===== src/keypad_pkg.sv =====
`default_nettype none

package keypad_pkg;

    // event word is {sequence, key index}
    localparam int event_w = 12;
    localparam int seq_w   = 8;     // wraps at 256

    // register byte offsets
    localparam logic [3:0] addr_ctrl   = 4'h0;
    localparam logic [3:0] addr_status = 4'h4;
    localparam logic [3:0] addr_event  = 4'h8;

    localparam logic [1:0] resp_okay   = 2'b00;
    localparam logic [1:0] resp_slverr = 2'b10;

endpackage

`default_nettype wire

===== src/keypad_top.sv =====
`default_nettype none

module keypad_top
    import keypad_pkg::*;
#(
    parameter int DEBOUNCE_PERIOD = 20,
    parameter int SCAN_DIV        = 100_000,
    parameter int EVENT_DEPTH     = 16
) (
    input  logic        clk,
    input  logic        rst_n,
    input  logic [3:0]  row_in,     // active low, pulled up
    output logic [3:0]  col_out,
    input  logic [3:0]  awaddr,
    input  logic        awvalid,
    output logic        awready,
    input  logic [31:0] wdata,
    input  logic        wvalid,
    output logic        wready,
    output logic [1:0]  bresp,
    output logic        bvalid,
    input  logic        bready,
    input  logic [3:0]  araddr,
    input  logic        arvalid,
    output logic        arready,
    output logic [31:0] rdata,
    output logic [1:0]  rresp,
    output logic        rvalid,
    input  logic        rready
);

    logic               scan_en;
    logic [7:0]         key_coord;
    logic               push_req;
    logic               push_gnt;
    logic [event_w-1:0] push_data;
    logic               pop_req;
    logic               pop_gnt;
    logic [event_w-1:0] pop_data;
    logic               pop_valid;
    logic [7:0]         count;
    logic               overflow;
    logic               clear;

    keypad_unit #(
        .DEBOUNCE_PERIOD (DEBOUNCE_PERIOD),
        .SCAN_DIV        (SCAN_DIV)
    ) u_keypad_unit (.*);

    key_logger u_key_logger (.*);

    event_buffer #(
        .EVENT_DEPTH (EVENT_DEPTH)
    ) u_event_buffer (.*);

    axi_key_regs u_axi_key_regs (.*);

endmodule

`default_nettype wire


===== src/axi_key_regs.sv =====
`default_nettype none

module axi_key_regs
    import keypad_pkg::*;
(
    input  logic               clk,
    input  logic               rst_n,
    input  logic [3:0]         awaddr,
    input  logic               awvalid,
    output logic               awready,
    input  logic [31:0]        wdata,
    input  logic               wvalid,
    output logic               wready,
    output logic [1:0]         bresp,
    output logic               bvalid,
    input  logic               bready,
    input  logic [3:0]         araddr,
    input  logic               arvalid,
    output logic               arready,
    output logic [31:0]        rdata,
    output logic [1:0]         rresp,
    output logic               rvalid,
    input  logic               rready,
    output logic               scan_en,
    output logic               clear,
    output logic               pop_req,
    input  logic               pop_gnt,
    input  logic [event_w-1:0] pop_data,
    input  logic               pop_valid,
    input  logic [7:0]         count,
    input  logic               overflow
);

    logic idle;
    logic wr_start;
    logic rd_start;
    logic wr_fire;
    logic rd_fire;
    logic aw_mapped;

    // one transaction in flight, writes first
    assign idle      = !awready && !arready && !bvalid && !rvalid && !pop_req;
    assign wr_start  = idle && awvalid && wvalid;
    assign rd_start  = idle && arvalid && !wr_start;
    assign wr_fire   = awready && awvalid;
    assign rd_fire   = arready && arvalid;
    assign aw_mapped = (awaddr == addr_ctrl) || (awaddr == addr_status)
                       || (awaddr == addr_event);

    always_ff @(posedge clk) begin
        if (!rst_n) begin
            awready <= 1'b0;
            wready  <= 1'b0;
            arready <= 1'b0;
            bvalid  <= 1'b0;
            rvalid  <= 1'b0;
            scan_en <= 1'b0;
            clear   <= 1'b0;
            pop_req <= 1'b0;
        end else begin
            awready <= wr_start;    // single cycle pulses
            wready  <= wr_start;
            arready <= rd_start;
            clear   <= 1'b0;

            if (wr_fire) begin
                bvalid <= 1'b1;
                if (awaddr == addr_ctrl) begin
                    scan_en <= wdata[0];
                    clear   <= wdata[1];    // w1c, self clearing
                end
            end else if (bvalid && bready) begin
                bvalid <= 1'b0;
            end

            if (rd_fire) begin
                if (araddr == addr_event)
                    pop_req <= 1'b1;
                else
                    rvalid <= 1'b1;
            end else if (pop_req && pop_gnt) begin
                pop_req <= 1'b0;
                rvalid  <= 1'b1;
            end else if (rvalid && rready) begin
                rvalid <= 1'b0;
            end
        end
    end

    // response payload
    always_ff @(posedge clk) begin
        if (wr_fire)
            bresp <= aw_mapped ? resp_okay : resp_slverr;

        if (rd_fire) begin
            rresp <= resp_okay;
            case (araddr)
                addr_ctrl:   rdata <= {31'd0, scan_en};
                addr_status: rdata <= {23'd0, overflow, count};
                addr_event:  rdata <= 32'd0;    // filled in at pop_gnt
                default: begin
                    rdata <= 32'd0;
                    rresp <= resp_slverr;
                end
            endcase
        end else if (pop_req && pop_gnt) begin
            rdata <= {{(31 - event_w){1'b0}}, pop_valid, pop_data};
        end
    end

endmodule

`default_nettype wire


===== src/event_buffer.sv =====
`default_nettype none

module event_buffer
    import keypad_pkg::*;
#(
    parameter int EVENT_DEPTH = 16  // power of two
) (
    input  logic               clk,
    input  logic               rst_n,
    input  logic               push_req,
    input  logic [event_w-1:0] push_data,
    input  logic               pop_req,
    input  logic               clear,
    output logic               push_gnt,
    output logic               pop_gnt,
    output logic [event_w-1:0] pop_data,
    output logic               pop_valid,
    output logic [7:0]         count,
    output logic               overflow
);

    localparam int aw = $clog2(EVENT_DEPTH);
    localparam logic [aw:0] full_lvl = (aw + 1)'(EVENT_DEPTH);

    logic [event_w-1:0] mem [EVENT_DEPTH];
    logic [aw-1:0]      wr_ptr;
    logic [aw-1:0]      rd_ptr;
    logic [aw:0]        occ;
    logic               last_pop;   // 1 when pop was served last
    logic               pop_elig;
    logic               push_sel;
    logic               pop_sel;
    logic               full;
    logic               empty;

    assign full     = (occ == full_lvl);
    assign empty    = (occ == '0);
    assign pop_elig = pop_req && !pop_gnt;  // request still high during its grant cycle

    // round robin, clear wins over both
    assign push_sel = !clear && push_req && (!pop_elig || last_pop);
    assign pop_sel  = !clear && pop_elig && (!push_req || !last_pop);

    assign push_gnt = push_sel;
    assign count    = 8'(occ);

    // single port, one access per cycle
    always_ff @(posedge clk) begin
        if (push_sel && !full)
            mem[wr_ptr] <= push_data;
        else if (pop_sel)
            pop_data <= mem[rd_ptr];
    end

    always_ff @(posedge clk) begin
        if (!rst_n) begin
            wr_ptr    <= '0;
            rd_ptr    <= '0;
            occ       <= '0;
            overflow  <= 1'b0;
            last_pop  <= 1'b0;
            pop_gnt   <= 1'b0;
            pop_valid <= 1'b0;
        end else begin
            pop_gnt <= pop_sel;
            if (clear) begin
                wr_ptr   <= '0;
                rd_ptr   <= '0;
                occ      <= '0;
                overflow <= 1'b0;
            end else if (push_sel) begin
                last_pop <= 1'b0;
                if (full) begin
                    overflow <= 1'b1;   // event lost
                end else begin
                    wr_ptr <= wr_ptr + 1'b1;
                    occ    <= occ + 1'b1;
                end
            end else if (pop_sel) begin
                last_pop  <= 1'b1;
                pop_valid <= !empty;
                if (!empty) begin
                    rd_ptr <= rd_ptr + 1'b1;
                    occ    <= occ - 1'b1;
                end
            end
        end
    end

endmodule

`default_nettype wire


===== src/key_logger.sv =====
`default_nettype none

module key_logger
    import keypad_pkg::*;
(
    input  logic               clk,
    input  logic               rst_n,
    input  logic [7:0]         key_coord,
    input  logic               push_gnt,
    output logic               push_req,
    output logic [event_w-1:0] push_data
);

    logic [seq_w-1:0] seq;
    logic [1:0]       row_idx;
    logic [1:0]       col_idx;

    // index i is the one whose bit (3 - i) is low
    function automatic logic [1:0] low_pos(input logic [3:0] pat);
        logic [1:0] pos;
        pos = 2'd0;
        for (int i = 0; i < 4; i++) begin
            if (!pat[3 - i])
                pos = 2'(i);
        end
        return pos;
    endfunction

    assign row_idx = low_pos(key_coord[7:4]);
    assign col_idx = low_pos(key_coord[3:0]);

    always_ff @(posedge clk) begin
        if (!rst_n) begin
            push_req <= 1'b0;
            seq      <= '0;
        end else if (push_req) begin
            if (push_gnt) begin
                push_req <= 1'b0;
                seq      <= seq + 1'b1;  // advances even when the buffer drops it
            end
        end else if (key_coord != 8'h00) begin
            push_req <= 1'b1;
        end
    end

    always_ff @(posedge clk) begin
        if (!push_req && key_coord != 8'h00)
            push_data <= {seq, row_idx, col_idx};   // index = 4r + c
    end

endmodule

`default_nettype wire


===== src/keypad_unit.sv =====
`default_nettype none

module keypad_unit #(
    parameter int DEBOUNCE_PERIOD = 20,     // in scan ticks
    parameter int SCAN_DIV        = 100_000 // clocks per tick
) (
    input  logic       clk,
    input  logic       rst_n,
    input  logic       scan_en,
    input  logic [3:0] row_in,
    output logic [3:0] col_out,
    output logic [7:0] key_coord
);

    localparam logic [7:0] s_idle    = 8'b0000_0001,
                           s_press   = 8'b0000_0010,
                           s_col1    = 8'b0000_0100,
                           s_col2    = 8'b0000_1000,
                           s_col3    = 8'b0001_0000,
                           s_col4    = 8'b0010_0000,
                           s_read    = 8'b0100_0000,
                           s_release = 8'b1000_0000;

    localparam int tick_w = $clog2(SCAN_DIV + 1);
    localparam int deb_w  = $clog2(DEBOUNCE_PERIOD + 1);
    localparam logic [tick_w-1:0] tick_last = tick_w'(SCAN_DIV - 1);
    localparam logic [deb_w-1:0]  deb_last  = deb_w'(DEBOUNCE_PERIOD - 1);

    logic [tick_w-1:0] tick_cnt;
    logic              tick;
    logic [deb_w-1:0]  deb_cnt;
    logic              deb_done;
    logic [7:0]        state;
    logic [7:0]        next_state;
    logic [3:0]        row_val;
    logic [3:0]        col_val;
    logic              rows_low;
    logic              bounce;

    assign tick     = (tick_cnt == tick_last);
    assign deb_done = (deb_cnt == deb_last);
    assign rows_low = (row_in != 4'hf);
    assign bounce   = (state == s_release) && rows_low;   // key came back during release

    always_ff @(posedge clk) begin
        if (!rst_n || tick)
            tick_cnt <= '0;
        else
            tick_cnt <= tick_cnt + 1'b1;
    end

    always_comb begin
        next_state = s_idle;
        case (state)
            s_idle:  next_state = s_col1;
            s_col1:  next_state = rows_low ? s_press : s_col2;
            s_col2:  next_state = rows_low ? s_press : s_col3;
            s_col3:  next_state = rows_low ? s_press : s_col4;
            s_col4:  next_state = rows_low ? s_press : s_col1;
            s_press: begin
                if (!rows_low)
                    next_state = s_idle;    // glitch, start the sweep again
                else if (deb_done)
                    next_state = s_read;
                else
                    next_state = s_press;
            end
            s_read:    next_state = rows_low ? s_release : s_idle;
            s_release: next_state = (!rows_low && deb_done) ? s_idle : s_release;
            default:   next_state = s_idle;
        endcase
    end

    always_ff @(posedge clk) begin
        if (!rst_n || !scan_en)
            state <= s_idle;
        else if (tick)
            state <= next_state;
    end

    always_ff @(posedge clk) begin
        if (!rst_n || !scan_en)
            deb_cnt <= '0;
        else if (tick) begin
            if (next_state != state || bounce)
                deb_cnt <= '0;
            else if (state == s_press || state == s_release)
                deb_cnt <= deb_cnt + 1'b1;
        end
    end

    always_ff @(posedge clk) begin
        if (!rst_n || !scan_en)
            col_out <= 4'hf;
        else if (tick) begin
            case (next_state)
                s_col1:  col_out <= 4'b0111;
                s_col2:  col_out <= 4'b1011;
                s_col3:  col_out <= 4'b1101;
                s_col4:  col_out <= 4'b1110;
                s_press, s_read, s_release:
                         col_out <= col_out;   // keep the column that hit
                default: col_out <= 4'hf;
            endcase
        end
    end

    // snapshot of the pressed key
    always_ff @(posedge clk) begin
        if (tick && state == s_read) begin
            row_val <= row_in;
            col_val <= col_out;
        end
    end

    always_ff @(posedge clk) begin
        if (!rst_n || !scan_en)
            key_coord <= 8'h00;
        else if (tick && state == s_release && next_state == s_idle)
            key_coord <= {row_val, col_val};  // release settled
        else
            key_coord <= 8'h00;
    end

endmodule

`default_nettype wire


===== config.mk =====
export PLATFORM = sky130hd
export DESIGN_NAME = keypad_top
export DESIGN_NICKNAME = d
export VERILOG_FILES = /design/src/keypad_pkg.sv /design/src/keypad_top.sv /design/src/axi_key_regs.sv /design/src/event_buffer.sv /design/src/key_logger.sv /design/src/keypad_unit.sv
export SDC_FILE = /design/constraint.sdc
export NUM_CORES = 1
export LEC_CHECK = 0
export BUFFER_PORTS_ARGS = -buffer_cell sky130_fd_sc_hd__buf_2
export CAP_MARGIN = 20
export CORE_ASPECT_RATIO = 1.4
export CORE_MARGIN = 10
export CORE_UTILIZATION = 55
export CTS_CLUSTER_DIAMETER = 30
export CTS_CLUSTER_SIZE = 28
export DETAILED_ROUTE_END_ITERATION = 10
export PLACE_DENSITY_LB_ADDON = 0.2
export RECOVER_POWER = 25
export SLEW_MARGIN = 20
export SYNTH_ARGS = -nofsm -noshare
export SYNTH_HDL_FRONTEND = slang
export SYNTH_SLANG_ARGS = --single-unit

===== constraint.sdc =====
create_clock -name clk -period 2.9 [get_ports clk]
set_clock_uncertainty 0.05 [all_clocks]
set_input_delay 0.29 -clock clk [delete_from_list [all_inputs] [get_ports clk]]
set_output_delay 0.29 -clock clk [all_outputs]
set_load 0.005 [all_outputs]

==> out/metrics.csv <==
metric,value,unit
power.leakage,4.91,nW
grt_pass1_wl,42200,µm
synth_async_sr_flop_share,0,%
overflow,0,
status,finished clean,
globalRouteTotalUtil,18.5,%
grt_max_degree,44,
hp-start,awaddr[2],
drtPass1Iterations,5,
hold_class,input pin to flip-flop,
dp_hpwl,17500,µm
gp_congestion,0.838,
drtIter0Drc,521,
final_cells,1241,
startpoint,u_keypad_unit.tick_cnt[0],
io_buffer_count,44,
fp-row-count,65,
cts_setup_buffers,0,
die_x,148,µm
nets,968,
dieArea,0.0296,mm²
end_kind,flip-flop,
core,0.0226,mm²
ys_types,62,
synth_ff_type,edfxtp_1,
syn2layout_area_growth,18.5,%
cp.required,3040,ps
yosysSeqAreaShare,68.5,%
yosys_warnings,0,
synthCells,805,
layout_common_cells,"edfxtp_1 (239), dfxtp_1 (73), mux4_2 (60)",
htree_levels,2,
timing.setup.critical_path_class,flip-flop to flip-flop,
routed_wl,27200,µm
synth_top_area_cell,edfxtp_1,
ctsResizeCount,0,
cts_tree,built,
cp_max_fo,8,
start_util,56.0,%
cts_buffer_depth,3,
ys_top_cells_by_area,"edfxtp_1 (57%), dfxtp_1 (12%), mux4_2 (11%)",
irDropWorstVdd,673,µV
num_io_pins,96,
start_kind,flip-flop,
worstPathArrival,2440,ps
clk_latency,530,ps
die_h,200,µm
clk_pin_slew,50,ps
layout_commonest_cell,edfxtp_1,
fin_crit,2300,ps
min_period_over_period,79.4,%
yosysTopAreaCellShare,56.7,%
tightest_slew,819,ps
rsz0062_at_grt,no,
hold_viol,0,
antenna_cells,0,
drv_slew,0,
max_cap_violations,0,
cts_root_buffer,clkbuf_16,
max_freq,434,MHz
cts.sinks,314,
syn_area_per_cell,15.7,µm²
synth_area,0.0127,mm²
grt_pass1_vias,7579,
yosys_register_bits,314,
wl_per_cell,21.9,µm
placed_cells,1145,
num_vias,7114,
drtAntennaViolNets,0,
fin_setup_tns,0,ps
r2r-start,u_keypad_unit.tick_cnt[0],
viasPerCell,5.73,
slew_headroom,45.3,%
layout-drive-gt1-share,24.5,%
grt_antenna_before_repair,0,
finalSetupViolations,0,
cts_buffers,45,
powerDensity,696,mW/mm²
synth-edff-count,239,
drc,0,
## flip-flops by register name, indices dropped and copies added, names as in the netlist, 5 cells and up
register and flops:
u_event_buffer.mem 192, u_keypad_unit.tick_cnt 17, u_axi_key_regs.rdata 13, u_event_buffer.pop_data 12, u_key_logger.push_data 12, u_key_logger.seq 8
u_keypad_unit.key_coord 8, u_keypad_unit.state 8, u_event_buffer.occ 5, u_keypad_unit.deb_cnt 5
## cell families after synthesis
| group | after synthesis | share of synthesized area (%) |
|---|---|---|
| AO/OA/AOI/OAI | 62 | 3.39 |
| multiplexers | 68 | 11.3 |
| other | 1 | 0.0296 |
| AND/OR/NAND/NOR | 248 | 10.4 |
| XOR/XNOR | 34 | 2.35 |
| flip-flops | 314 | 68.5 |
| buffers and inverters | 66 | 2.76 |
| adder cells (fa/ha/maj) | 12 | 1.24 |
## synth_stat cells, drive strengths merged (11+ instances only)
cell type	instances
o21ai	14
nand3	21
nor2	56
a21oi	19
and2	28
mux4	60
nor4	11
ha	11
nand2	55
clkbuf	26
edfxtp	239
nor3	13
dfxtp	75
and3	12
xnor2	16
buf	30
xor2	18
## layout make-up
| type | count | area [µm²] |
|---|---|---|
| fillers | 1584 | 7590 |
| inverters | 10 | 37.5 |
| well taps | 301 | 377 |
| clock inverters | 32 | 383 |
| flip-flops and latches | 314 | 8680 |
| repair buffers | 89 | 613 |
| clock buffers | 50 | 1190 |
| multi-input cells | 445 | 3730 |
## per-layer routing
| metal | share of wire (%) | GRT usage [%] | wire length [µm] | up-vias |
|---|---|---|---|---|
| li1 | - | - | - | 3248 |
| met1 | 35 | 19.6 | 9600 | 3637 |
| met2 | 58 | 35.8 | 15800 | 173 |
| met3 | 3.9 | 2.87 | 1070 | 56 |
| met4 | 2.7 | 6.48 | 722 | 0 |
| met5 | 0 | 0 | 0 | - |
## where the power goes
part / switching (W) / total [W] / internal, W
sequential: 0.00000747 / 0.00480 / 0.00479
clock: 0.00202 / 0.00556 / 0.00354
combinational: 0.0000490 / 0.0000896 / 0.0000406
total: 0.00207 / 0.0104 / 0.00837
## worst paths after layout
kind,endpoint,slack (ps),cells after the start
worst max-delay path,u_keypad_unit.row_val[3],600,4
worst min-delay path,u_axi_key_regs.clear,20,4
worst max register to register,u_keypad_unit.row_val[3],600,4
worst min register to register,u_keypad_unit.key_coord[3],390,1
## critical path, cell delays in order (launching register included)
cell and delay [ps]:
dfxtp_1 390, ha_1 290, nand3_1 240, nor4_4 520
and4_1 480
## per-stage QoR
stage               util [%]  hold slack [ps]  cell area, µm²  worst slack, ps  total power (W)
global route            66.4             33.7           15000              448           0.0107
global placement        58.9              376           13300              610          0.00496
CTS                     66.4             8.51           15000              578           0.0105
finish                  66.4             22.7           15000              596           0.0104
detailed placement      58.9              375           13300              604          0.00496
floorplan                  -              339           12700              390          0.00495
## timing repair
item / in CTS / in global routing
endpoints found under the setup margin: 0 / 0
hold buffers: 14 / 0
hold endpoints to repair: 10 / 0
(Power assumes the default switching activity.)
